**src/logic/cordic_pkg.sv**
```systemverilog
package cordic_pkg;

    localparam int CORDIC_NUM = 14;   // micro-rotations per unit
    localparam int PIPE_NUM   = 4;    // registers per unit
    localparam int SEG_NUM    = 3;

    // rotations handled by each pipeline segment
    localparam int SEG0_LEN = 4;
    localparam int SEG1_LEN = 5;
    localparam int SEG2_LEN = 5;

    // about 0.607 * 2^14
    localparam logic [14:0] GAIN_K = 15'd9949;

    typedef struct packed {
        logic [SEG2_LEN-1:0] seg2;
        logic [SEG1_LEN-1:0] seg1;
        logic [SEG0_LEN-1:0] seg0;
    } dir_seg_t;

    // one direction bit per micro-rotation, bit 0 is shift 0
    typedef union packed {
        logic [CORDIC_NUM-1:0] bits;
        dir_seg_t              seg;
    } dir_word_u;

    // per segment, take fresh where sel is set, else held
    function automatic dir_word_u seg_merge(input dir_word_u fresh,
                                            input dir_word_u held,
                                            input logic [SEG_NUM-1:0] sel);
        dir_word_u m;
        m.seg.seg0 = sel[0] ? fresh.seg.seg0 : held.seg.seg0;
        m.seg.seg1 = sel[1] ? fresh.seg.seg1 : held.seg.seg1;
        m.seg.seg2 = sel[2] ? fresh.seg.seg2 : held.seg.seg2;
        return m;
    endfunction

endpackage

```
**src/logic/pe_pkg.sv**
```systemverilog
package pe_pkg;

    // scheme select of the processing element
    typedef enum logic [1:0] {
        SCH_VEC_VEC      = 2'b00,  // both units vector
        SCH_ROT_ROT      = 2'b01,  // both rotate on stored angles
        SCH_SWAP_VEC_ROT = 2'b10,  // swapped, unit 1 follows unit 0
        SCH_SWAP_ROT_ROT = 2'b11   // swapped, both rotate
    } scheme_e;

    typedef enum logic {
        MODE_VECTOR = 1'b0,
        MODE_ROTATE = 1'b1
    } cordic_mode_e;

endpackage

```
**src/logic/pe_ctrl.sv**
```systemverilog
module pe_ctrl (
    input  logic                           clk,
    input  logic                           rst_n,
    input  logic [1:0]                     valid_i,
    input  pe_pkg::scheme_e                scheme_i,
    output pe_pkg::cordic_mode_e           mode0_o,
    output pe_pkg::cordic_mode_e           mode1_o,
    output logic                           swap_in_o,
    output logic                           swap_out_o,
    output logic [cordic_pkg::SEG_NUM-1:0] val0_o,
    output logic [cordic_pkg::SEG_NUM-1:0] val1_o,
    output logic [cordic_pkg::SEG_NUM-1:0] share_o
);
    import cordic_pkg::*;
    import pe_pkg::*;

    logic [PIPE_NUM-1:0] swap_q;   // swap flag per pipeline stage
    logic [SEG_NUM-2:0]  v0_q;
    logic [SEG_NUM-2:0]  v1_q;
    logic [SEG_NUM-1:0]  val1_own;
    logic                vec0;
    logic                vec1;

    always_comb begin
        mode0_o   = MODE_ROTATE;
        mode1_o   = MODE_ROTATE;
        swap_in_o = 1'b0;
        case (scheme_i)
            SCH_VEC_VEC: begin
                mode0_o = MODE_VECTOR;
                mode1_o = MODE_VECTOR;
            end
            SCH_SWAP_VEC_ROT: begin
                mode0_o   = MODE_VECTOR;
                swap_in_o = 1'b1;
            end
            SCH_SWAP_ROT_ROT: begin
                swap_in_o = 1'b1;
            end
            default: begin
            end
        endcase
    end

    assign vec0 = valid_i[0] & (mode0_o == MODE_VECTOR);
    assign vec1 = valid_i[1] & (mode1_o == MODE_VECTOR);

    // segment k of the item issued k cycles ago
    assign share_o  = {swap_q[SEG_NUM-2:0], swap_in_o};
    assign val0_o   = {v0_q, vec0};
    assign val1_own = {v1_q, vec1};
    assign val1_o   = (val1_own & ~share_o) | (val0_o & share_o);

    assign swap_out_o = swap_q[PIPE_NUM-1];

    always_ff @(posedge clk or negedge rst_n) begin
        if (!rst_n) begin
            swap_q <= '0;
            v0_q   <= '0;
            v1_q   <= '0;
        end else begin
            swap_q <= {swap_q[PIPE_NUM-2:0], swap_in_o};
            v0_q   <= {v0_q[SEG_NUM-3:0], vec0};
            v1_q   <= {v1_q[SEG_NUM-3:0], vec1};
        end
    end

endmodule

```
**config.mk**
```make
export PLATFORM = sky130hd
export DESIGN_NAME = pe_ctrl
export DESIGN_NICKNAME = d
export VERILOG_FILES = /design/src/logic/cordic_pkg.sv /design/src/logic/pe_pkg.sv /design/src/logic/pe_ctrl.sv
export SDC_FILE = /design/constraint.sdc
export NUM_CORES = 1
export LEC_CHECK = 0
export BUFFER_PORTS_ARGS = -buffer_cell sky130_fd_sc_hd__buf_2
export CORE_AREA = 5 5 42 44
export CTS_CLUSTER_SIZE = 24
export DETAILED_ROUTE_END_ITERATION = 16
export DIE_AREA = 0 0 47 49
export SETUP_SLACK_MARGIN = 0.5
export SYNTH_ARGS = -nofsm -noshare
export SYNTH_HDL_FRONTEND = slang
export SYNTH_SLANG_ARGS = --single-unit
```
**constraint.sdc**
```tcl
create_clock -name clk -period 1.2 [get_ports clk]
set_input_delay 0.24 -clock clk [delete_from_list [all_inputs] [get_ports clk]]
set_output_delay 0.24 -clock clk [all_outputs]
set_load 0.05 [all_outputs]
```
==> summary.md <==
| Metric | Value |
|---|---|
| Status | `finished with violations` |
| Failing checks | `negative setup slack` |
| Final setup viols | `4` |
| Worst setup path startpoint | `swap_q[1]` |
| Hold_sp | `valid_i[1]` |
| Initial antenna violation count | `0` |
| Total core area | `~1400 um2` |
| R2R Path Start | `swap_q[1]` |
| Setup Skew | `0.0002535 ns` |
| Syn_area_per_cell | `13.71 um2` |
| Multi-input gate area in the final layout | `between 80 and 90 um2` |
| Wire length per cell | `about 12 um` |
| TritonRoute pass-1 iters | `2` |
| First-pass GRT wire length | `between 1000 and 1500 um` |
| Largest net degree at the start of global routing | `9` |
| Synthesized cell area | `~300 um2` |
| Starting Density | `0.2152` |
| Worst relative slew slack | `0.8947` |
| Worst slack, placed | `0.04384 ns` |
| Flops & latches, synth | `8` |
| WHS | `0.2392 ns` |
| P_leak | `0.3471 nW` |
| Final Instance Area | `710.7 um2` |
| CTS tree | `built` |
| Port bufs | `18` |
| Syn Inst Count | `22` |
| Max-Cap Viols | `0` |
| Tmin final | `approximately 1.3 ns` |
| Critical path data required time | `0.96 ns` |
| Layout cells sized above 1 | `0.8462` |
| Hold Violations, Final | `0` |
| Vias in the first global route | `between 200 and 300` |
| Syn_nets | `28` |
| DRT iter0 DRCs | `1` |
| IO Pins | `19` |
| CP Max Fanout | `2` |
| RSZ-0062 raised after global routing | `yes` |
| Die ar. | `~2300 um2` |
| Max frequency | `741.0 MHz` |
| Vias | `268` |
| Period utilisation layout | `1.125` |
| Die X | `47 um` |
| Die height | `between 40 and 50 um` |
| Total power | `0.7700 mW` |
| DP Area | `392.9 um2` |
| Sequential area share after synthesis | `0.6639` |
| DRC | `0` |
| Worst EP arrival | `1.11 ns` |
| Register area | `203.9 um2` |
| Clock latency on the worst-skew pair | `0.25 ns` |
| Power per cell area | `1083 nW/um2` |
| CP Capture Type | `output pin` |
| FP Rows | `14` |
| HP Class | `in -> reg` |
| Slew @ Worst Pin | `0.1546 ns` |
| Clock slew at reported path FFs | `0.06 ns` |
| YS warnings | `0` |
| Layout area overhead | `135.7%` |
| Maximum vdd drop | `approximately 0.6 mV` |
| Filler cells | `120` |
| Nets@finish | `59` |
| Longest Clk Path Bufs | `2` |
| Inserted Clock Buffers | `3` |
| Critical path class | `reg -> out` |
| Root Driver | `clkbuf_4` |
| Vias per std cell | `3.941` |
| Critical path launch point type | `flip-flop` |
| RePlAce Congestion | `approximately 0.68` |
| Antenna cells | `0` |
| Synth unique cells | `10` |
| H-tree depth | `1` |
| Final slew viol count | `0` |
| DRT Wirelength | `787 um` |
| Final setup margin | `-0.1495 ns` |
| CTS Sinks | `8` |
| GR Util All Layers | `0.07758` |
| DRT antenna net count | `0` |
| GRT overflow | `0` |
[cells by family (layout without fill, tap and decap cells)]
group / count (synthesis) / count (layout) / share of synthesized area
simple gates: 4 / 4 / 0.09130
mux: 3 / 3 / 0.1079
buf+inv: 7 / 37 / 0.1369
flops: 8 / 8 / 0.6639
[metal layers]
metal	up-vias	share of wire	global-route usage	routed length, um
li1	123	-	-	-
met1	124	0.26	0.05909	202
met2	21	0.58	0.1335	453
met3	0	0.17	0.05535	131
met4	0	0	0.04147	0
met5	-	0	0	0
[worst paths after layout]
kind | endpoint | slack [ns] | cells past startpoint
hold reg to reg | swap_q[3] | 0.35 | 0
setup reg to reg | swap_q[2] | 0.44 | 2
min in group asynchronous | v0_q[1] | 0.35 | 2
setup / recovery | val1_o[2] | -0.15 | 2
max in group asynchronous | swap_q[3] | 0.68 | 2
hold / removal | v1_q[0] | 0.24 | 3
[stage by stage]
step,std cells,setup TNS (ns),utilization
6_report,68,-0.4427,0.5071
5_1_grt,68,-0.5809,0.5071
4_1_cts,61,-0.3032,0.4563
3_5_place_dp,50,0,0.2804
3_3_place_gp,50,0,0.2804
2_1_floorplan,22,0,-
[flip-flops by register name (all words and copies together) (netlist names)]
| name | count |
|---|---|
| v1_q | 2 |
| swap_q | 4 |
| v0_q | 2 |
[synth_stat cells]
master	number	area (um2)
nor2_1	1	3.750
and2b_2	1	8.760
inv_1	1	3.750
nor2_2	1	6.260
or2_4	1	8.760
dfrtp_1	8	200.2
clkbuf_1	2	7.510
buf_4	4	30.03
mux2i_1	1	10.01
mux2_2	2	22.52
[report_power, final]
group          internal, mW  leakage, nW  total, mW  switching [mW]
combinational         0.127        0.236      0.259           0.132
clock                 0.127       0.0150      0.218          0.0910
sequential            0.284       0.0956      0.293         0.00890
[critical path: stages (launching register included)]
cell,delay (ns)
dfrtp_1,0.40
mux2_4,0.31
buf_6,0.15
[placed cells by master (no fill, tap or decap)]
cell type / n
dfrtp_1: 5
buf_6: 9
mux2_4: 2
buf_4: 7
nor2_4: 1
dfrtp_2: 3
dlygate4sd3_1: 1
clkbuf_4: 3
mux2i_4: 1
buf_2: 2
nor2_2: 1
or2_4: 1
and2b_2: 1
buf_8: 13
clkbuf_1: 1
inv_1: 1
[what timing repair did]
item,CTS,global route
pin swaps,1,2
hold endpoints to repair,8,0
hold buffers,1,0
setup buffers,6,7
setup endpoints to repair,13,13
resized for setup,47,5
[layout make-up]
cell class                 instances  area share
timing repair buffer              32      0.5194
sequential                         8      0.2870
multi-input combinational          7      0.1232
clock buffer                       4     0.03697
tap                               16     0.02817
inverter                           1    0.005282
(Power assumes the default switching activity.)
