--- config.mk ---
export PLATFORM = sky130hd
export DESIGN_NAME = cordic_pipe
export DESIGN_NICKNAME = d
export VERILOG_FILES = /design/src/logic/cordic_pkg.sv /design/src/logic/pe_pkg.sv /design/src/logic/cordic_pipe.sv
export SDC_FILE = /design/constraint.sdc
export NUM_CORES = 2
export LEC_CHECK = 0
export ABC_AREA = 1
export BUFFER_PORTS_ARGS = -buffer_cell sky130_fd_sc_hd__buf_4
export CAP_MARGIN = 20
export CORE_AREA = 2 2 440 442
export DETAILED_ROUTE_END_ITERATION = 6
export DIE_AREA = 0 0 442 444
export GPL_TIMING_DRIVEN = 0
export PLACE_DENSITY = 0.48
export RECOVER_POWER = 25
export SYNTH_ARGS = -nofsm -noshare
export SYNTH_HDL_FRONTEND = slang
export SYNTH_SLANG_ARGS = --single-unit
--- constraint.sdc ---
create_clock -name clk -period 30.2 [get_ports clk]
set_input_delay 6.04 -clock clk [delete_from_list [all_inputs] [get_ports clk]]
set_output_delay 6.04 -clock clk [all_outputs]
set_load 0.005 [all_outputs]
--- src/logic/cordic_pkg.sv ---
package cordic_pkg;

    localparam int CORDIC_NUM = 14;   // micro-rotations per unit
    localparam int PIPE_NUM   = 4;    // registers per unit
    localparam int SEG_NUM    = 3;

    // rotations handled by each pipeline segment
    localparam int SEG0_LEN = 4;
    localparam int SEG1_LEN = 5;
    localparam int SEG2_LEN = 5;

    // about 0.607 * 2^14
    localparam logic [14:0] GAIN_K = 15'd9949;

    typedef struct packed {
        logic [SEG2_LEN-1:0] seg2;
        logic [SEG1_LEN-1:0] seg1;
        logic [SEG0_LEN-1:0] seg0;
    } dir_seg_t;

    // one direction bit per micro-rotation, bit 0 is shift 0
    typedef union packed {
        logic [CORDIC_NUM-1:0] bits;
        dir_seg_t              seg;
    } dir_word_u;

    // per segment, take fresh where sel is set, else held
    function automatic dir_word_u seg_merge(input dir_word_u fresh,
                                            input dir_word_u held,
                                            input logic [SEG_NUM-1:0] sel);
        dir_word_u m;
        m.seg.seg0 = sel[0] ? fresh.seg.seg0 : held.seg.seg0;
        m.seg.seg1 = sel[1] ? fresh.seg.seg1 : held.seg.seg1;
        m.seg.seg2 = sel[2] ? fresh.seg.seg2 : held.seg.seg2;
        return m;
    endfunction

endpackage

--- src/logic/pe_pkg.sv ---
package pe_pkg;

    // scheme select of the processing element
    typedef enum logic [1:0] {
        SCH_VEC_VEC      = 2'b00,  // both units vector
        SCH_ROT_ROT      = 2'b01,  // both rotate on stored angles
        SCH_SWAP_VEC_ROT = 2'b10,  // swapped, unit 1 follows unit 0
        SCH_SWAP_ROT_ROT = 2'b11   // swapped, both rotate
    } scheme_e;

    typedef enum logic {
        MODE_VECTOR = 1'b0,
        MODE_ROTATE = 1'b1
    } cordic_mode_e;

endpackage

--- src/logic/cordic_pipe.sv ---
module cordic_pipe #(
    parameter int BITWIDTH = 18
) (
    input  logic                       clk,
    input  logic                       rst_n,
    input  logic                       start_i,
    input  pe_pkg::cordic_mode_e       mode_i,
    input  logic signed [BITWIDTH-1:0] x_i,
    input  logic signed [BITWIDTH-1:0] y_i,
    input  cordic_pkg::dir_word_u      d_i,
    output logic signed [BITWIDTH-1:0] x_o,
    output logic signed [BITWIDTH-1:0] y_o,
    output cordic_pkg::dir_word_u      d_o
);
    import cordic_pkg::*;
    import pe_pkg::*;

    localparam int W  = BITWIDTH + 1;   // one guard bit for growth
    localparam int PW = 15 + BITWIDTH;  // gain product width

    logic signed [W-1:0] x_q [PIPE_NUM-1];
    logic signed [W-1:0] y_q [PIPE_NUM-1];
    logic signed [W-1:0] x_n [PIPE_NUM-1];
    logic signed [W-1:0] y_n [PIPE_NUM-1];
    logic signed [BITWIDTH-1:0] x_out_q;
    logic signed [BITWIDTH-1:0] y_out_q;
    logic signed [PW-1:0] x_prod;
    logic signed [PW-1:0] y_prod;
    logic [CORDIC_NUM-1:0] d_seg [SEG_NUM];
    cordic_mode_e mode_q [PIPE_NUM-2];  // modes for stages 1 and 2
    cordic_mode_e mode_n;

    // run micro-rotations lo .. lo+len-1 on one segment
    function automatic void cordic_seg(input  logic signed [W-1:0] x_in,
                                       input  logic signed [W-1:0] y_in,
                                       input  cordic_mode_e          mode,
                                       input  logic [CORDIC_NUM-1:0] d,
                                       input  int                    lo,
                                       input  int                    len,
                                       output logic signed [W-1:0] x_out,
                                       output logic signed [W-1:0] y_out,
                                       output logic [CORDIC_NUM-1:0] d_out);
        logic signed [W-1:0] x;
        logic signed [W-1:0] y;
        logic signed [W-1:0] xt;
        logic dir;
        x = x_in;
        y = y_in;
        d_out = '0;
        for (int k = lo; k < lo + len; k++) begin
            // vectoring drives y toward zero
            dir = (mode == MODE_VECTOR) ? (x[W-1] ^ y[W-1]) : d[k];
            if (mode == MODE_VECTOR) begin
                d_out[k] = dir;
            end
            xt = x;
            if (dir) begin
                x = x - (y >>> k);
                y = y + (xt >>> k);
            end else begin
                x = x + (y >>> k);
                y = y - (xt >>> k);
            end
        end
        x_out = x;
        y_out = y;
    endfunction

    always_comb begin
        cordic_seg({x_i[BITWIDTH-1], x_i}, {y_i[BITWIDTH-1], y_i}, mode_i, d_i.bits,
                   0, SEG0_LEN, x_n[0], y_n[0], d_seg[0]);
        cordic_seg(x_q[0], y_q[0], mode_q[0], d_i.bits,
                   SEG0_LEN, SEG1_LEN, x_n[1], y_n[1], d_seg[1]);
        cordic_seg(x_q[1], y_q[1], mode_q[1], d_i.bits,
                   SEG0_LEN + SEG1_LEN, SEG2_LEN, x_n[2], y_n[2], d_seg[2]);
    end

    assign d_o = d_seg[0] | d_seg[1] | d_seg[2];

    // idle slots travel as rotate so they never report directions
    assign mode_n = start_i ? mode_i : MODE_ROTATE;

    assign x_prod = x_q[PIPE_NUM-2] * $signed(GAIN_K);
    assign y_prod = y_q[PIPE_NUM-2] * $signed(GAIN_K);

    always_ff @(posedge clk or negedge rst_n) begin
        if (!rst_n) begin
            for (int s = 0; s < PIPE_NUM - 1; s++) begin
                x_q[s] <= '0;
                y_q[s] <= '0;
            end
            for (int s = 0; s < PIPE_NUM - 2; s++) begin
                mode_q[s] <= MODE_ROTATE;
            end
            x_out_q <= '0;
            y_out_q <= '0;
        end else begin
            for (int s = 0; s < PIPE_NUM - 1; s++) begin
                x_q[s] <= x_n[s];
                y_q[s] <= y_n[s];
            end
            mode_q[0] <= mode_n;
            for (int s = 1; s < PIPE_NUM - 2; s++) begin
                mode_q[s] <= mode_q[s-1];
            end
            // gain stage, drop the fraction of K
            x_out_q <= {x_prod[PW-1], x_prod[14+BITWIDTH-2:BITWIDTH-4]};
            y_out_q <= {y_prod[PW-1], y_prod[14+BITWIDTH-2:BITWIDTH-4]};
        end
    end

    assign x_o = x_out_q;
    assign y_o = y_out_q;

endmodule

==> results.cfg <==
[status]
outcome = finished, violations left
violations = max-capacitance violations, max-slew violations

[timing]
worst_pin_slew_ns = 4.761
rsz0062_at_grt = false
setup_violations = 0
period_needed_ns = 27.47
fmax_mhz = 36.41
finalClockSkew_ns = 0.01747
slew_viol_final = 76
tns_ns = 0
hold_viol = 0
maxSlewHeadroom = -2.174
fin_crit_sh = 0.9095

[detailed_routing]
wl_met1_mm = 63.73
drt-initial-drc-count = 2095
wl_met3_mm = 3.144
top_layer_used = met5
wirelength_mm = 138.5
via_count = 42410
ant_nets = 0
post-route-drc-count = 0
wl_per_cell_um = 14.53
dr_wl_met2_mm = 68.43
dr.pass1.iters = 6
viasPerCell = 4.450

[critical_path]
reg2reg_depth = 112
path_class = primary input to output port
ff2ff_setup_slack_ns = 10.01
crit_fanout = 10
r2r-end = x_q[37]
required_ns = 24.16
cp.arrival_ns = 21.43
cp-end-kind = output port
timing.rr.start = mode_q[1]
cp_common_cell = nand2_1
cpPeakStageDelay_ns = 0.48
crit_path_top_delay_cell = fa_1
worst_setup_path_start_kind = primary input

[hold_path]
holdCritPathClass = flop to flop
worstHoldStart = y_q[17]
hold_end = y_o[17]
whs_path_depth = 2

[global_routing]
grt_max_degree = 78
grt_pass1_wl_mm = 222.4
grt_antenna_before_repair = 3
grt_overflow = 0
grt_pass1_vias = 42410
grt_usage = 0.1403

[die]
initial_core_util = 0.2488
die_w_um = 442
fp.dieArea_um2 = 196200
fp-row-count = 161
core_area_um2 = 191600
ios = 104
die_h_um = 444

[cts]
cts_tree = built
cts.sink_count = 152
holdBufCountCts = 0
cts.repair.resized = 0
clockBufferDepth = 2
numCtsBuffers = 17
clk_pin_slew_ns = 0.08
htreeDepth = 4
cts_root_buffer = clkbuf_16
postCtsSetupBuffers = 0
clk_latency_ns = 0.53

[finish]
drive_gt1_frac = 0.04769
syn_to_final_growth_pct = 9.527
nets = 8123
instances_no_fill = 9531

[yosys]
synth-main-ff-cell = dfrtp_1
async_flop_share = 1.000
synth.distinct_cells = 62
synth.cell_area_um2 = 47670
synth_area_per_cell_um2 = 6.943
syn_nets = 7998
synth_seq_cells = 152
yosysWarnings = 0
ys_seq_area_frac = 0.07984
syn_inst = 6866
synth_edf_count = 0

[placement]
dp.cells = 9498
hpwl_mm = 124.1
place.gp.congestion = 0.9137
port_buffers = 103

[job]
max-cap-violations = 1
-- metal layers --
metal | vias up | GRT usage
met2 | 562 | 0.2551
met5 | - | 0
li1 | 22160 | -
met3 | 113 | 0.009889
met4 | 2 | 0.03862
met1 | 19580 | 0.1772
-- critical path, delay by kind of cell --
family | cells | cell delay, ns
fa+ha+maj | 4 | 1.63
buf+inv | 17 | 4.01
xor+xnor | 3 | 0.56
simple gates | 45 | 5.38
compound gates | 20 | 3.77
-- cell usage after synthesis, types with 12 or more instances --
cell type / number / share of area
nor3_1: 93 / 0.0098
nand3_1: 337 / 0.035
nand2_1: 1219 / 0.096
xnor2_1: 139 / 0.026
inv_2: 30 / 0.0024
nand2_2: 49 / 0.0064
nand2_4: 26 / 0.0061
a21boi_0: 14 / 0.0022
ha_1: 797 / 0.21
a21oi_1: 564 / 0.059
o21ai_0: 279 / 0.029
xor2_1: 561 / 0.10
or2_2: 16 / 0.0021
o31ai_1: 26 / 0.0041
nor4_1: 27 / 0.0035
a21o_1: 31 / 0.0049
nor2_1: 395 / 0.031
dfrtp_1: 150 / 0.079
o21ai_1: 39 / 0.0041
inv_1: 1425 / 0.11
o21a_1: 12 / 0.0019
a31oi_1: 39 / 0.0051
fa_1: 281 / 0.12
buf_2: 13 / 0.0014
o211ai_1: 18 / 0.0028
nand3_2: 20 / 0.0042
nand4_1: 41 / 0.0054
clkbuf_1: 33 / 0.0026
o21bai_1: 68 / 0.011
nand3b_1: 23 / 0.0036
-- registers in the layout, indices dropped and copies added, names as in the netlist --
signal	flops
x_o	18
y_o	18
x_q	57
mode_q	2
y_q	57
-- cell type report --
class / instances / area, µm²
clock buffer: 20 / 446.7
multi-input combinational: 5187 / 38020
fill: 21240 / 139400
buffer: 63 / 342.8
sequential: 152 / 3806
clock inverter: 12 / 80.08
timing repair buffer: 106 / 852.1
tap: 2526 / 3161
inverter: 1464 / 5508
antenna: 1 / 2.502
-- kinds of logic after synthesis --
logic type,Yosys count,synth area share
DFF,152,0.07984
adders and majority gates,1078,0.3272
buffers and inverters,1527,0.1227
and+or+nand+nor,2280,0.2104
AOI/OAI and AO/OA,1129,0.1313
xor gates and xnor gates,700,0.1286
-- how the worst max path moves through the flow --
stage                     endpoint  startpoint  cells after the start  slack (ns)
after detailed placement    d_o[8]      d_i[4]                     94        2.81
after floorplan             d_o[8]      d_i[4]                     89        6.45
after CTS                   d_o[8]      d_i[4]                     94        2.77
final                       d_o[8]      d_i[4]                     89        2.73
after global placement      d_o[8]      d_i[4]                     96        2.91
after global routing        d_o[8]      d_i[4]                     94        0.91
-- placed cells by master, fill, tap and decap left out, drive strengths merged, types with 27 or more instances in the layout --
master,instances
o21ai,321
nand2,1296
a31oi,39
nor2,404
ha,797
nand4,41
a21oi,565
nor4,27
nand3,361
a21o,31
nor3,93
o21bai,68
inv,1460
fa,281
xor2,561
dfrtp,150
clkbuf,54
buf,135
xnor2,139
-- stage by stage --
stage	setup WS (ns)	hold WS [ns]	instance area, µm²	utilization
4_1_cts	2.766	0.6495	52220	0.2726
3_5_place_dp	2.805	0.6270	51700	0.2699
3_3_place_gp	2.913	0.6341	51610	0.2694
6_report	2.732	0.8397	52210	0.2726
5_1_grt	0.9147	0.8631	52210	0.2725
2_1_floorplan	6.451	0.3906	47670	-
Power is not shown: default switching activity piles up to over one toggle a cycle in this logic, so the estimate is an artifact.
