### src/logic/cordic_pkg.sv
package cordic_pkg;

    localparam int CORDIC_NUM = 14;   // micro-rotations per unit
    localparam int PIPE_NUM   = 4;    // registers per unit
    localparam int SEG_NUM    = 3;

    // rotations handled by each pipeline segment
    localparam int SEG0_LEN = 4;
    localparam int SEG1_LEN = 5;
    localparam int SEG2_LEN = 5;

    // about 0.607 * 2^14
    localparam logic [14:0] GAIN_K = 15'd9949;

    typedef struct packed {
        logic [SEG2_LEN-1:0] seg2;
        logic [SEG1_LEN-1:0] seg1;
        logic [SEG0_LEN-1:0] seg0;
    } dir_seg_t;

    // one direction bit per micro-rotation, bit 0 is shift 0
    typedef union packed {
        logic [CORDIC_NUM-1:0] bits;
        dir_seg_t              seg;
    } dir_word_u;

    // per segment, take fresh where sel is set, else held
    function automatic dir_word_u seg_merge(input dir_word_u fresh,
                                            input dir_word_u held,
                                            input logic [SEG_NUM-1:0] sel);
        dir_word_u m;
        m.seg.seg0 = sel[0] ? fresh.seg.seg0 : held.seg.seg0;
        m.seg.seg1 = sel[1] ? fresh.seg.seg1 : held.seg.seg1;
        m.seg.seg2 = sel[2] ? fresh.seg.seg2 : held.seg.seg2;
        return m;
    endfunction

endpackage

### src/logic/angle_store.sv
module angle_store (
    input  logic                           clk,
    input  logic                           rst_n,
    input  cordic_pkg::dir_word_u          dir0_i,
    input  cordic_pkg::dir_word_u          dir1_i,
    input  logic [cordic_pkg::SEG_NUM-1:0] val0_i,
    input  logic [cordic_pkg::SEG_NUM-1:0] val1_i,
    output cordic_pkg::dir_word_u          angle0_o,
    output cordic_pkg::dir_word_u          angle1_o
);
    import cordic_pkg::*;

    dir_word_u held0_q;
    dir_word_u held1_q;

    // fresh segments bypass the register in their own cycle
    assign angle0_o = seg_merge(dir0_i, held0_q, val0_i);
    assign angle1_o = seg_merge(dir1_i, held1_q, val1_i);

    always_ff @(posedge clk or negedge rst_n) begin
        if (!rst_n) begin
            held0_q <= '0;
            held1_q <= '0;
        end else begin
            held0_q <= angle0_o;  // only valid segments change
            held1_q <= angle1_o;
        end
    end

endmodule

### config.mk
export PLATFORM = sky130hd
export DESIGN_NAME = angle_store
export DESIGN_NICKNAME = d
export VERILOG_FILES = /design/src/logic/cordic_pkg.sv /design/src/logic/angle_store.sv
export SDC_FILE = /design/constraint.sdc
export NUM_CORES = 1
export LEC_CHECK = 0
export BUFFER_PORTS_ARGS = -buffer_cell sky130_fd_sc_hd__clkbuf_2
export CORE_MARGIN = 3
export CORE_UTILIZATION = 44
export DETAILED_ROUTE_END_ITERATION = 16
export PLACE_DENSITY_LB_ADDON = 0.3
export SLEW_MARGIN = 20
export SYNTH_ARGS = -nofsm -noshare
export SYNTH_HDL_FRONTEND = slang
export SYNTH_SLANG_ARGS = --single-unit
### constraint.sdc
create_clock -name clk -period 1.85 [get_ports clk]
set_input_delay 0.0925 -clock clk [delete_from_list [all_inputs] [get_ports clk]]
set_output_delay 0.0925 -clock clk [all_outputs]
set_load 0.02 [all_outputs]
==> reports/summary.txt, run 1 <==
Max transition margin: 54.7%
worst hold-check path type: primary input to flip-flop
Placeable Area: 2060 sq um
initial antenna violation count: 0
Nets: 161
Distinct cells, synth: 2
synthesized cell area: 1020 sq um
Power Total: 1200 uW
Util after Layout: 67.8%
num rows: 16
status: finished, final reports clean
Max IR drop VDD: 569 uV
hold path cells: 2
Avg WL per Cell: 13.3 um
die width: 54.1 um
vias: 707
Clock Sinks: 28
setup ws final: 0.620 ns
die area: 2920 sq um
DRC: 0
Setup Viol. Count Final: 0
Pre-antenna DRT Iters: 2
clock root buffer: clkbuf_4
Yosys reg bits: 28
Die H: 54.1 um
gr usage total: 14.8%
Worst setup SP type: flip-flop
Syn Nets: 92
Clock Skews: 0 ns
RSZ-0062 raised after global routing: no
CTS H-tree lvls: 1
Max Cap Viol: 0
largest net degree at the start of global routing: 29
RePlAce Congestion: 0.674
cts bufs inserted: 3
Leak: 0.000717 uW
Critical Path Sink Type: output port
required time of the critical path: 1.76 ns
Starting Density: 49.3%
DR vias/cell: 4.71
Slew Limit Fails: 0
worst slew pin tran: 0.679 ns
clk buf depth: 2
CP max FO: 2
Mean Syn Cell Area: 18.1 sq um
Post-Place Setup Slack: 0.966 ns
Congestion Overflow GR: 0
IO Pins: 64
commonest non-fill, non-tap cell in the layout: clkbuf_2
Tcrit/Tclk final: 66.5%
Cells after Synth: 56
worst r2r path cells: 1
FMAX: 813 MHz
number of antenna diodes: 0
slowest CP cell: dfrtp_1
share of cells above drive strength 1: 76.4%
Routed WL: 1.99 mm
global-route wire length before repair: 3.08 mm
clock-pin slew on the worst setup and hold paths: 0.13 ns
commonest non-fill, non-tap cells in the layout: clkbuf_2, mux2_2, dfrtp_1, clkbuf_4, dlygate4sd3_1
CTS tree: built
Synth Warn #: 0
initial DRC count: 2
crit path time final: 1.23 ns
Worst-Skew Late Latency: 0.31 ns
vias in the first global route: 733
Fin. Hold Viols: 0
final setup TNS: 0 ns
Max stage delay on crit path: 0.39 ns
critical path class: flip-flop to output port
PwrDens: 859 nW/um^2
critical path cell sequence: mux2_2, clkbuf_2
WP data arrival: 1.14 ns
ANT nets after route: 0
Buffers on Ports: 63
register area share after synthesis: 69.0%
synthesis-to-finish area growth: 37.6%
## sequential cells by signal, summed over array words and instances, names as in the netlist
register	flops
held0_q	14
held1_q	14
## critical path: cells and delay by family, from the launching register on
kind / cells / cell delay [ns]
buffers and inverters: 1 / 0.16
flip-flops: 1 / 0.39
multiplexers: 1 / 0.28
## final timing paths
kind / from / to / slack, ns
max reg2reg: held1_q[10]$_DFF_PN0_ / held1_q[10]$_DFF_PN0_ / 1.08
min: dir1_i[9] / held1_q[9]$_DFF_PN0_ / 0.02
min in group asynchronous: rst_n / held0_q[11]$_DFF_PN0_ / 0.34
max: held1_q[11]$_DFF_PN0_ / angle1_o[11] / 0.62
max in group asynchronous: rst_n / held1_q[1]$_DFF_PN0_ / 1.08
min reg2reg: held1_q[7]$_DFF_PN0_ / held1_q[7]$_DFF_PN0_ / 0.51
## cell families (layout without fill, tap and decap cells)
family / Yosys count / after routing / share of synthesized area [%]
muxes: 28 / 28 / 31.0
DFF: 28 / 28 / 69.0
buffers and inverters: 0 / 67 / 0
## where the power goes
group / switching [uW] / internal, uW
clock: 156 / 76.0
sequential: 14.8 / 671
combinational: 161 / 122
## per-layer routing
| layer | GRT usage, % | vias up | routed length [um] |
|---|---|---|---|
| met4 | 4.98 | 0 | 0 |
| met3 | 3.60 | 0 | 154 |
| met1 | 16.1 | 347 | 711 |
| met5 | 0 | - | 0 |
| met2 | 27.8 | 27 | 1130 |
| li1 | - | 333 | - |
## cell usage after synthesis
master / count / area, sq um
dfrtp_1: 28 / 701
mux2_2: 28 / 315
## timing repair
action | CTS | global route
buffers inserted | 0 | 0
hold endpoints to repair | 28 | 0
gates resized for setup | 0 | 0
setup endpoints to repair | 0 | 0
hold buffers | 1 | 0
## per-stage QoR
| step | instances | hold WS [ns] | area (sq um) |
|---|---|---|---|
| after detailed placement | 146 | 0.157 | 1370 |
| final | 150 | 0.0214 | 1400 |
| after global routing | 150 | 0.00276 | 1400 |
| after floorplan | 56 | -0.203 | 1020 |
| after CTS | 150 | 0.0115 | 1400 |
| after global placement | 146 | 0.145 | 1370 |
## area by class of cell
type	instances	area [sq um]
Clock buffer	3	22.5
Fill cell	176	664
Multi-Input combinational cell	28	315
Sequential cell	28	701
Tap cell	27	33.8
Timing Repair Buffer	64	325
(Power assumes the default switching activity.)
==> run 2, diff against run 1 <==
--- a/config.mk
+++ b/config.mk
@@ -7,7 +7,7 @@
 export LEC_CHECK = 0
 export BUFFER_PORTS_ARGS = -buffer_cell sky130_fd_sc_hd__clkbuf_2
 export CORE_MARGIN = 3
-export CORE_UTILIZATION = 44
+export CORE_UTILIZATION = 37
 export DETAILED_ROUTE_END_ITERATION = 16
 export PLACE_DENSITY_LB_ADDON = 0.3
 export SLEW_MARGIN = 20
==> constraint.sdc (replaced) <==
create_clock -name clk -period 1.1 [get_ports clk]
set_input_delay 0.055 -clock clk [delete_from_list [all_inputs] [get_ports clk]]
set_output_delay 0.055 -clock clk [all_outputs]
set_load 0.02 [all_outputs]
==> reports/summary.txt, run 2 (synthesis results as in run 1) <==
Fin. Hold Viols: 20 (was 0)
vias: 745 (was 707)
Buffers on Ports: 63 (unchanged)
Pre-antenna DRT Iters: 2 (unchanged)
Starting Density: 39.9% (was 49.3%)
commonest non-fill, non-tap cell in the layout: clkbuf_2 (unchanged)
die area: 3410 sq um (was 2920 sq um)
Placeable Area: 2540 sq um (was 2060 sq um)
Critical Path Sink Type: output port (unchanged)
initial DRC count: 19 (was 2)
Switch Pwr: 635 uW (was 332 uW)
cts bufs inserted: 3 (unchanged)
ANT nets after route: 0 (unchanged)
RePlAce Congestion: 0.622 (was 0.674)
share of cells above drive strength 1: 77.7% (was 76.4%)
clock-pin slew on the worst setup and hold paths: 0.15 ns (was 0.13 ns)
Post-Place Setup Slack: 0.251 ns (was 0.966 ns)
final setup TNS: -2.02 ns (was 0 ns)
Avg WL per Cell: 16.3 um (was 13.3 um)
Leak: 0.000915 uW (was 0.000717 uW)
status: complete, but fails checks (was finished, final reports clean)
Setup Viol. Count Final: 28 (was 0)
clock root buffer: clkbuf_4 (unchanged)
Worst setup SP type: flip-flop (unchanged)
critical path class: flip-flop to output port (unchanged)
failing checks: negative hold slack, negative setup slack
IO Pins: 64 (unchanged)
CP max FO: 2 (unchanged)
Logic pwr share: 31.2% (was 23.6%)
vias in the first global route: 750 (was 733)
Max transition margin: 54.7% (about the same)
clock network fraction of design power: 20.2% (was 19.3%)
biggest regs: held0_q x14, held1_q x14 (unchanged)
HP Start: dir0_i[5] (was dir1_i[9])
DR vias/cell: 4.66 (was 4.71)
FMAX: 837 MHz
Worst-Skew Late Latency: 0.31 ns (about the same)
HPWL Detailed: 1.68 mm
Util after Layout: 68.4% (was 67.8%)
commonest non-fill, non-tap cells in the layout: clkbuf_2, dfrtp_1, mux2_4, buf_6, buf_4 (was clkbuf_2, mux2_2, dfrtp_1, clkbuf_4, dlygate4sd3_1)
Routed WL: 2.61 mm (was 1.99 mm)
setup slack, reg-to-reg: 0.19 ns (was 1.08 ns)
worst hold-check path type: primary input to flip-flop (unchanged)
initial antenna violation count: 0 (unchanged)
sequential group share of total power: 48.6% (was 57.1%)
Clock Sinks: 28 (unchanged)
RSZ-0062 raised after global routing: yes (was no)
Congestion Overflow GR: 0 (unchanged)
gr usage total: 13.1% (was 14.8%)
Die H: 58.4 um (was 54.1 um)
synthesis-to-finish area growth: 71.3% (was 37.6%)
die width: 58.4 um (was 54.1 um)
RR Startpoint: held1_q[2]$_DFF_PN0_ (was held1_q[10]$_DFF_PN0_)
hold buffer count at cts: 1 (unchanged)
number of antenna diodes: 0 (unchanged)
Max IR drop VDD: 1040 uV (was 569 uV)
Hold WS: -0.0226 ns (was 0.0214 ns)
placed insts: 149 (was 146)
num rows: 18 (was 16)
non-filler cells, final: 160 (was 150)
Sw Share: 26.6% (was 27.6%)
required time of the critical path: 1.04 ns (was 1.76 ns)
Nets: 167 (was 161)
CTS H-tree lvls: 1 (unchanged)
CP startpoint: held1_q[2]$_DFF_PN0_ (was held1_q[11]$_DFF_PN0_)
worst slew pin tran: 0.680 ns (was 0.679 ns)
Tcrit/Tclk final: 109%
setup ws final: -0.0947 ns (was 0.620 ns)
largest net degree at the start of global routing: 29 (unchanged)
Slew Limit Fails: 0 (unchanged)
Max Cap Viol: 0 (unchanged)
DRC: 0 (unchanged)
WP data arrival: 1.14 ns (about the same)
PwrDens: 1370 nW/um^2 (was 859 nW/um^2)
crit path time final: 1.19 ns
clk buf depth: 2 (unchanged)
Clock Skews: 0 ns (unchanged)
Pint: 1750 uW (was 869 uW)
global-route wire length before repair: 3.42 mm (was 3.08 mm)
CTS tree: built (unchanged)
[run 2: per-stage QoR]
stage	area [sq um]	power, uW
3_5_place_dp	1370	1660
5_1_grt	1740	2500
2_1_floorplan	1020	1450
3_3_place_gp	1370	1640
6_report	1740	2390
4_1_cts	1480	2190
[run 2: what timing repair did]
item,CTS,global route
gates resized for setup,10,97
hold endpoints to repair,52,20
buffers inserted,3,3
endpoints found under the setup margin,28,28
[run 2: final cells by class]
| type | instances | area (sq um) |
|---|---|---|
| tap | 30 | 37.5 |
| sequential | 28 | 701 |
| multi-input combinational | 28 | 405 |
| timing repair buffer | 70 | 561 |
| fill | 210 | 805 |
| clock buffer | 4 | 36.3 |
[run 2: metal layers]
metal | vias up | part of all wire [%] | GRT usage [%]
li1 | 347 | - | -
met1 | 377 | 36 | 15.8
met2 | 21 | 59 | 23.9
met3 | 0 | 4.6 | 2.41
met4 | 0 | 0 | 2.98
met5 | - | 0 | 0
[run 2: final timing paths]
path | end | depth (start not counted)
worst max-delay path | angle1_o[2] | 2
worst min-delay path | held0_q[5]$_DFF_PN0_ | 2
worst max register to register | held1_q[2]$_DFF_PN0_ | 2
worst min register to register | held1_q[12]$_DFF_PN0_ | 1
max in group asynchronous | held0_q[2]$_DFF_PN0_ | 2
min in group asynchronous | held1_q[4]$_DFF_PN0_ | 2
[run 2: worst max-delay path, stage by stage, from the launching register on]
cell and delay, ns:
dfrtp_1 0.40, mux2_4 0.29, buf_8 0.13
[run 2: power groups by stage]
stage          combinational [uW]  clock, uW  sequential [uW]
2_1_floorplan                 280          0             1170
3_3_place_gp                  471          0             1170
3_5_place_dp                  482          0             1180
4_1_cts                       534        499             1160
5_1_grt                       786        541             1170
6_report                      745        482             1160
