===== config.mk =====
export PLATFORM = sky130hd
export DESIGN_NAME = operand_xbar
export DESIGN_NICKNAME = d
export VERILOG_FILES = /design/src/logic/cordic_pkg.sv /design/src/logic/operand_xbar.sv
export SDC_FILE = /design/constraint.sdc
export NUM_CORES = 1
export LEC_CHECK = 0
export ABC_CLOCK_PERIOD_IN_PS = 800
export BUFFER_PORTS_ARGS = -buffer_cell sky130_fd_sc_hd__buf_2
export CAP_MARGIN = 30
export CORE_AREA = 8 8 123 125
export DETAILED_ROUTE_END_ITERATION = 16
export DIE_AREA = 0 0 131 133
export PLACE_DENSITY = 0.48
export SYNTH_ARGS = -nofsm -noshare
export SYNTH_HDL_FRONTEND = slang
export SYNTH_SLANG_ARGS = --single-unit

===== constraint.sdc =====
create_clock -name vclk -period 0.8
set_input_delay 0.12 -clock vclk [all_inputs]
set_output_delay 0.12 -clock vclk [all_outputs]
set_load 0.005 [all_outputs]

===== src/logic/cordic_pkg.sv =====
package cordic_pkg;

    localparam int CORDIC_NUM = 14;   // micro-rotations per unit
    localparam int PIPE_NUM   = 4;    // registers per unit
    localparam int SEG_NUM    = 3;

    // rotations handled by each pipeline segment
    localparam int SEG0_LEN = 4;
    localparam int SEG1_LEN = 5;
    localparam int SEG2_LEN = 5;

    // about 0.607 * 2^14
    localparam logic [14:0] GAIN_K = 15'd9949;

    typedef struct packed {
        logic [SEG2_LEN-1:0] seg2;
        logic [SEG1_LEN-1:0] seg1;
        logic [SEG0_LEN-1:0] seg0;
    } dir_seg_t;

    // one direction bit per micro-rotation, bit 0 is shift 0
    typedef union packed {
        logic [CORDIC_NUM-1:0] bits;
        dir_seg_t              seg;
    } dir_word_u;

    // per segment, take fresh where sel is set, else held
    function automatic dir_word_u seg_merge(input dir_word_u fresh,
                                            input dir_word_u held,
                                            input logic [SEG_NUM-1:0] sel);
        dir_word_u m;
        m.seg.seg0 = sel[0] ? fresh.seg.seg0 : held.seg.seg0;
        m.seg.seg1 = sel[1] ? fresh.seg.seg1 : held.seg.seg1;
        m.seg.seg2 = sel[2] ? fresh.seg.seg2 : held.seg.seg2;
        return m;
    endfunction

endpackage


===== src/logic/operand_xbar.sv =====
module operand_xbar #(
    parameter int BITWIDTH = 18
) (
    input  logic signed [BITWIDTH-1:0]     x0_i,
    input  logic signed [BITWIDTH-1:0]     y0_i,
    input  logic signed [BITWIDTH-1:0]     x1_i,
    input  logic signed [BITWIDTH-1:0]     y1_i,
    input  logic                           swap_in_i,
    input  logic                           swap_out_i,
    input  logic [cordic_pkg::SEG_NUM-1:0] share_i,
    input  logic signed [BITWIDTH-1:0]     cor0_x_i,
    input  logic signed [BITWIDTH-1:0]     cor0_y_i,
    input  logic signed [BITWIDTH-1:0]     cor1_x_i,
    input  logic signed [BITWIDTH-1:0]     cor1_y_i,
    input  cordic_pkg::dir_word_u          dir0_i,
    input  cordic_pkg::dir_word_u          dir1_i,
    output logic signed [BITWIDTH-1:0]     cor0_x_o,
    output logic signed [BITWIDTH-1:0]     cor0_y_o,
    output logic signed [BITWIDTH-1:0]     cor1_x_o,
    output logic signed [BITWIDTH-1:0]     cor1_y_o,
    output logic signed [BITWIDTH-1:0]     x0_o,
    output logic signed [BITWIDTH-1:0]     y0_o,
    output logic signed [BITWIDTH-1:0]     x1_o,
    output logic signed [BITWIDTH-1:0]     y1_o,
    output cordic_pkg::dir_word_u          dir1_o
);
    import cordic_pkg::*;

    // swapped: unit 0 sees (x0, x1), unit 1 sees (y0, y1)
    assign cor0_x_o = x0_i;
    assign cor0_y_o = swap_in_i ? x1_i : y0_i;
    assign cor1_x_o = swap_in_i ? y0_i : x1_i;
    assign cor1_y_o = y1_i;

    assign x0_o = cor0_x_i;
    assign y0_o = swap_out_i ? cor1_x_i : cor0_y_i;  // undo swap at the tail
    assign x1_o = swap_out_i ? cor0_y_i : cor1_x_i;
    assign y1_o = cor1_y_i;

    // unit 1 borrows unit 0's fresh segments while shared
    assign dir1_o = seg_merge(dir0_i, dir1_i, share_i);

endmodule


==> results of run 1 <==
## power by group through the flow
stage                     Sequential [uW]  Clock, uW  Combinational, uW
after floorplan                         0          0               1040
final                                   0          0               1990
after global placement                  0          0               1380
after CTS                               0          0               1990
after detailed placement                0          0               1410
after global routing                    0          0               2120
## synthesized netlist by cell type
cell	n
mux2_2	26
buf_6	2
buf_12	6
buf_4	72
mux2_4	60
## timing repair
item                       4_1_cts  5_1_grt
gates resized for setup        114        6
setup buffers                    0        0
setup endpoints to repair       86       74
gates cloned                     6        0
## area by class of cell
cell class	instances	share of cell area
repair buffers	201	0.538
well taps	176	0.0691
multi-input cells	86	0.393
## routing by layer
metal,global-route usage,wire length (um)
met5,0,0
met3,0.0297,1150
met1,0.0636,2280
met2,0.175,4490
met4,0.0325,302
## per-stage QoR
step	TNS (ps)	total power (uW)	hold slack [ps]
floorplan	0	1040	321
global route	-10880	2120	240
global placement	-16460	1380	240
detailed placement	-17710	1410	240
finish	-9800	1990	240
CTS	-10000	1990	240
## kinds of logic after synthesis
family,after synthesis,share of synthesized area
buffers and inverters,80,0.364
multiplexers,86,0.636
## worst min path at each step
stage | end | slack (ps) | cells past startpoint
global placement | cor0_x_o[13] | 240 | 0
finish | cor0_x_o[1] | 240 | 0
detailed placement | cor0_x_o[13] | 240 | 0
global route | cor1_y_o[0] | 240 | 0
floorplan | cor0_x_o[0] | 320 | 1
CTS | cor0_x_o[13] | 240 | 0
## worst max-delay path, stage by stage
cell	delay [ps]
buf_16	130
buf_12	150
mux2_4	310
buf_6	130
## cell usage in the layout (no fill, tap or decap), drive strengths merged
| cell type | Yosys | routed |
|---|---|---|
| buf | 80 | 201 |
| mux2 | 86 | 86 |
==> flow_metrics.tcl, run 1 <==
set metrics [dict create \
    cap_viol_max_count 0 \
    drc 0 \
    yosysWarnings 0 \
    firstDrtPassIters 2 \
    critPathKind "in -> out" \
    grt_overflow_total 0 \
    seq_cells 0 \
    synth_top_area_cell "mux2_4" \
    period_share 1.20 \
    synth_top_area_frac 0.480 \
    drive_gt1_frac 1.00 \
    finalNetCount 466 \
    die_w_um 131 \
    setup_viol 72 \
    synth-seq-area-share 0 \
    final_core_util 0.244 \
    critPathCapture "cor0_y_o[3]" \
    wl_per_cell_um 17.8 \
    routabilityCongestion 0.752 \
    grt_pass1_wl_um 11400 \
    relSlewSlack 0.929 \
    ant_nets 0 \
    final_cells 463 \
    first_iter_violations 14 \
    placedCellCount 457 \
    fmax_mhz 1040 \
    initial_core_util 0.143 \
    io_buffers 191 \
    dp_hpwl_um 6780 \
    hold_start "x0_i[1]" \
    violations "setup timing" \
    crit_start "swap_in_i" \
    drt-total-wl_um 8230 \
    synthesis.area_sq_um 1880 \
    hold_violations 0 \
    ir_worst_vdd_v 0.000207 \
    fin_ws_ps -158 \
    vias 1664 \
    p_sw_uw 640 \
    synth_cell_types 5 \
    comb_power_share 1.000 \
    fin_crit_ps 958 \
    final_max_slew_viol_count 0 \
    startpoint_type "input port" \
    num_io_pins 335 \
    final_area_sq_um 3190 \
    switching_share 0.321 \
    tightest_slew_ps 106 \
    placed_area_sq_um 2420 \
    pwr-share-seq 0 \
    grt_use_total 0.0832 \
    register_area_sq_um 0 \
    multiInputGateArea_sq_um 1250 \
    core_sq_um 13100 \
    die-height_um 133 \
    rsz0062_at_grt "yes" \
    synth_nets 343 \
    p_clk_frac 0 \
    grt_pass1_vias 1992 \
    syn_to_final_growth_pct 69.9 \
    n_fill_cell 1338 \
    nClkBuffers 0 \
    critPathMaxFanout 8 \
    leakage_uw 0.00170 \
    post-place-ws_ps -274 \
    avgSynthCellArea_sq_um 11.3 \
    synthCells 166 \
    worstPathArrival_ps 840 \
    dieArea_sq_um 17400 \
    cp-end-kind "primary output" \
    hold_buffers 0 \
    crit_required_ps 680 \
    p_int_uw 1350 \
    netlist_top_cells_area "mux2_4 (48%), buf_4 (29%), mux2_2 (16%), buf_12 (6.4%), buf_6 (1.2%)" \
    grt_max_degree 9 \
    p_per_area_nw_per_um2 624 \
    insertedDiodeCount 0 \
    rows 42 \
    outcome "finished, violations left" \
    vias_per_cell 3.59 \
    antenna_found_initial 0 \
    hold_path.class "in -> out" \
]
No activity file was read; power rests on OpenSTA's default activity.
==> run 2, diff against run 1 <==
Settings changed: CELL_PAD_IN_SITES_DETAIL_PLACEMENT set to 1, CELL_PAD_IN_SITES_GLOBAL_PLACEMENT set to 1, CORE_AREA 8 8 123 125 to 8 8 125 127, DIE_AREA 0 0 131 133 to 0 0 133 135, PLACE_DENSITY 0.48 to 0.72.
==> run 2 against run 1 <==
  * The flow still finishes with violations (setup timing)
  * Flip-flop and latch count is the same
  * Global-route usage is 0.64 points lower
  * Sequential share of layout area is the same
  * First-iteration DRC count is 57% higher
  * Via count is 2.8% higher
  * Critical endpoint is now cor1_x_o[5]
==> flow_metrics.tcl, run 2 (synthesis gave the netlist of run 1 again) <==
set metrics [dict create \
    p_int_uw 1380 \
    grt_pass1_wl_um 11400 \
    p_clk_frac 0 \
    final_cell_mix "buf_2 (108), buf_6 (80), mux2_4 (78), mux2_2 (8)" \
    hold_path.class "in -> out" \
    grt_util_met2 0.158 \
    routabilityCongestion 0.751 \
    die-height_um 135 \
    p_sw_uw 639 \
    period_share 1.19 \
    hold_path_depth 0 \
    tns_ps -9510 \
    finalNetCount 467 \
    rows 43 \
    post-place-ws_ps -287 \
    outcome "finished, violations left" \
    switching_share 0.317 \
    die_w_um 133 \
    tightest_slew_ps 96.4 \
    hold_violations 0 \
    grt_use_total 0.0768 \
    worstPathArrival_ps 840 \
    num_io_pins 335 \
    fin_ws_ps -155 \
    nClkBuffers 0 \
    ant_nets 0 \
    wl_per_cell_um 17.0 \
    grt_pass1_vias 2020 \
    cpMostUsedCell "buf_12" \
    final_common_cell "buf_2" \
    first_iter_violations 22 \
    pwr-share-seq 0 \
    io_buffers 191 \
    critPathKind "in -> out" \
    final_area_sq_um 3250 \
    seq_cells 0 \
    drt-total-wl_um 7940 \
    fmax_mhz 1050 \
    critPathMaxStageDelay_ps 320 \
    p_per_area_nw_per_um2 622 \
    startpoint_type "input port" \
    vias 1711 \
    final_max_slew_viol_count 0 \
    register_area_sq_um 0 \
    slowest_stage "mux2_4" \
    power_uw 2020 \
    grt_use_met3 0.0316 \
    rsz0062_at_grt "yes" \
    insertedDiodeCount 0 \
    core_sq_um 13600 \
    grt_use_met1 0.0640 \
    grt-busiest-layer "met2" \
    ir_worst_vdd_v 0.000220 \
    initial_core_util 0.138 \
    placed_area_sq_um 2440 \
    syn_to_final_growth_pct 72.9 \
    antenna_found_initial 0 \
    cp-end-kind "primary output" \
    drc 0 \
    comb_power_share 1.000 \
    fin_crit_ps 955 \
    grt_max_degree 11 \
    final_cells 468 \
    setup_viol 70 \
    leakage_uw 0.00173 \
    dp_hpwl_um 6350 \
    grt_overflow_total 0 \
    dieArea_sq_um 18000 \
    vias_per_cell 3.66 \
    relSlewSlack 0.936 \
    critPathMaxFanout 7 \
    firstDrtPassIters 3 \
    violations "setup timing" \
    crit_chain "buf_12 -> buf_12 -> mux2_4 -> buf_6" \
    crit_required_ps 680 \
    drive_gt1_frac 1.00 \
    post_cts_buffers 0 \
    placedCellCount 462 \
    cap_viol_max_count 0 \
]
-- run 2: timing repair --
| item | in CTS | in global routing |
|---|---|---|
| setup endpoints to repair | 86 | 79 |
| gates cloned | 4 | 2 |
| pin swaps | 0 | 0 |
| resized for setup | 108 | 16 |
| hold buffers | 0 | 0 |
-- run 2: area by class of cell --
type                            count  area, sq um
Multi-Input combinational cell     86         1260
Timing Repair Buffer              202         1760
Fill cell                        1587        10400
Tap cell                          180          225
-- run 2: layer usage --
| layer | up-vias | part of all wire |
|---|---|---|
| li1 | 751 | - |
| met1 | 800 | 0.29 |
| met2 | 126 | 0.56 |
| met3 | 34 | 0.12 |
| met4 | 0 | 0.031 |
| met5 | - | 0 |
-- run 2: critical path, delay by kind of cell --
family	cells	cell delay, ps
buffers and inverters	3	390
muxes	1	320
-- run 2: power by group through the flow --
stage               registers [uW]  logic, uW  clock network [uW]
finish                           0       2020                   0
global route                     0       2140                   0
CTS                              0       1940                   0
detailed placement               0       1400                   0
global placement                 0       1350                   0
floorplan                        0       1040                   0
-- run 2: path summary, 6_finish.rpt --
path,slack [ps],end,from
max,-160,cor1_x_o[5],swap_in_i
min,240,cor0_x_o[17],x0_i[17]
-- run 2: metrics by stage --
| stage | util | hold WS (ps) |
|---|---|---|
| floorplan | - | 321 |
| global placement | 0.179 | 240 |
| detailed placement | 0.179 | 240 |
| CTS | 0.229 | 240 |
| global route | 0.238 | 240 |
| finish | 0.238 | 240 |
==> run 3, diff against run 2 <==
Settings changed: PLACE_DENSITY 0.72 to unset, PLACE_DENSITY_LB_ADDON set to 0.1.
==> run 3 against run 2 <==
  * The run still ends with setup timing left
  * Non-clock buffer count is 3 higher
  * Power is 1.9% higher
  * Sequential share of layout area stayed put
  * Wire length is 2.6% higher
  * Die area stayed put
  * Via count is 0.23% higher
  * Utilization is 0.69 points higher
  * Largest cell class unchanged
==> flow_metrics.tcl, run 3 (synthesis gave the netlist of run 1 again) <==
set metrics [dict create \
    vias_per_cell 3.64 \
    first_iter_violations 7 \
    crit_chain "buf_16 -> buf_12 -> mux2_4 -> buf_6" \
    routabilityCongestion 0.654 \
    dp_hpwl_um 6780 \
    hold_violations 0 \
    worstPathArrival_ps 830 \
    io_buffers 191 \
    relSlewSlack 0.953 \
    wl_per_cell_um 17.3 \
    register_area_sq_um 0 \
    die-height_um 135 \
    drc 0 \
    hold_buffers 0 \
    core_sq_um 13600 \
    p_clk_frac 0 \
    grt_pass1_vias 1941 \
    crit_required_ps 680 \
    p_int_uw 1430 \
    tightest_slew_ps 69.9 \
    ant_nets 0 \
    placedCellCount 463 \
    cp-end-kind "primary output" \
    final_common_cell "buf_2" \
    grt_use_total 0.0801 \
    slowest_stage "mux2_4" \
    switching_share 0.306 \
    pwr-share-seq 0 \
    final_cells 471 \
    rsz0062_at_grt "yes" \
    period_share 1.19 \
    ir_worst_vdd_v 0.000194 \
    die_w_um 133 \
    rows 43 \
    cap_viol_max_count 0 \
    comb_power_share 1.000 \
    setup_viol 72 \
    vias 1715 \
    tns_ps -9930 \
    insertedDiodeCount 0 \
    nClkBuffers 0 \
    outcome "finished, violations left" \
    grt_max_degree 9 \
    p_per_area_nw_per_um2 617 \
    critPathMaxFanout 8 \
    fin_crit_ps 949 \
    final_cell_mix "buf_2 (107), buf_6 (81), mux2_4 (78), buf_16 (10), mux2_2 (8)" \
    firstDrtPassIters 2 \
    violations "setup timing" \
    seq_cells 0 \
    num_io_pins 335 \
    drt-total-wl_um 8140 \
    post_cts_buffers 0 \
    dieArea_sq_um 18000 \
    grt_pass1_wl_um 11600 \
    power_uw 2060 \
    hold_path.class "in -> out" \
    path_buf_inv 3 \
    leakage_uw 0.00177 \
    syn_to_final_growth_pct 77.9 \
    hold_slack_ps 240 \
    final_max_slew_viol_count 0 \
    finalNetCount 470 \
    initial_core_util 0.138 \
    critPathKind "in -> out" \
    antenna_found_initial 1 \
    fmax_mhz 1050 \
    cp_top_family "buffers and inverters" \
    p_sw_uw 631 \
    startpoint_type "input port" \
    drive_gt1_frac 1.00 \
    critPathMaxStageDelay_ps 310 \
    grt_overflow_total 0 \
    fin_ws_ps -149 \
]
-- run 3: changes by cell type in the layout (fill, tap and decap cells not counted), sizes merged --
| cell | delta |
|---|---|
| buf | +5 |
| clkbuf | -2 |
-- run 3: per-layer routing --
layer | wire (um) | up-vias | GRT usage
li1 | - | 759 | -
met1 | 2560 | 781 | 0.0744
met2 | 4150 | 125 | 0.147
met3 | 1030 | 48 | 0.0371
met4 | 380 | 2 | 0.0379
met5 | 13 | - | 0
-- run 3: cell type report --
cell class | instances | area (sq um)
Fill cell | 1575 | 10300
Multi-Input combinational cell | 86 | 1260
Timing Repair Buffer | 205 | 1850
Tap cell | 180 | 225
-- run 3: final timing paths --
path	to	depth (start not counted)	slack (ps)	start
max	y0_o[0]	4	-150	swap_out_i
min	cor0_x_o[7]	0	240	x0_i[7]
-- run 3: repair_timing --
| action | in CTS | in global routing |
|---|---|---|
| cloned | 8 | 0 |
| setup endpoints to repair | 86 | 76 |
| resized for setup | 114 | 13 |
-- run 3: per-stage QoR --
step / setup slack, ps / utilization / cell area [sq um]
after floorplan: 3.31 / - / 1890
after global placement: -273 / 0.181 / 2470
after detailed placement: -275 / 0.181 / 2470
after CTS: -153 / 0.240 / 3270
after global routing: -175 / 0.245 / 3340
final: -149 / 0.245 / 3340
-- run 3: power groups by stage --
stage / Sequential (uW) / Clock [uW] / Combinational, uW
2_1_floorplan: 0 / 0 / 1040
3_3_place_gp: 0 / 0 / 1420
3_5_place_dp: 0 / 0 / 1420
4_1_cts: 0 / 0 / 2040
5_1_grt: 0 / 0 / 2200
6_report: 0 / 0 / 2060
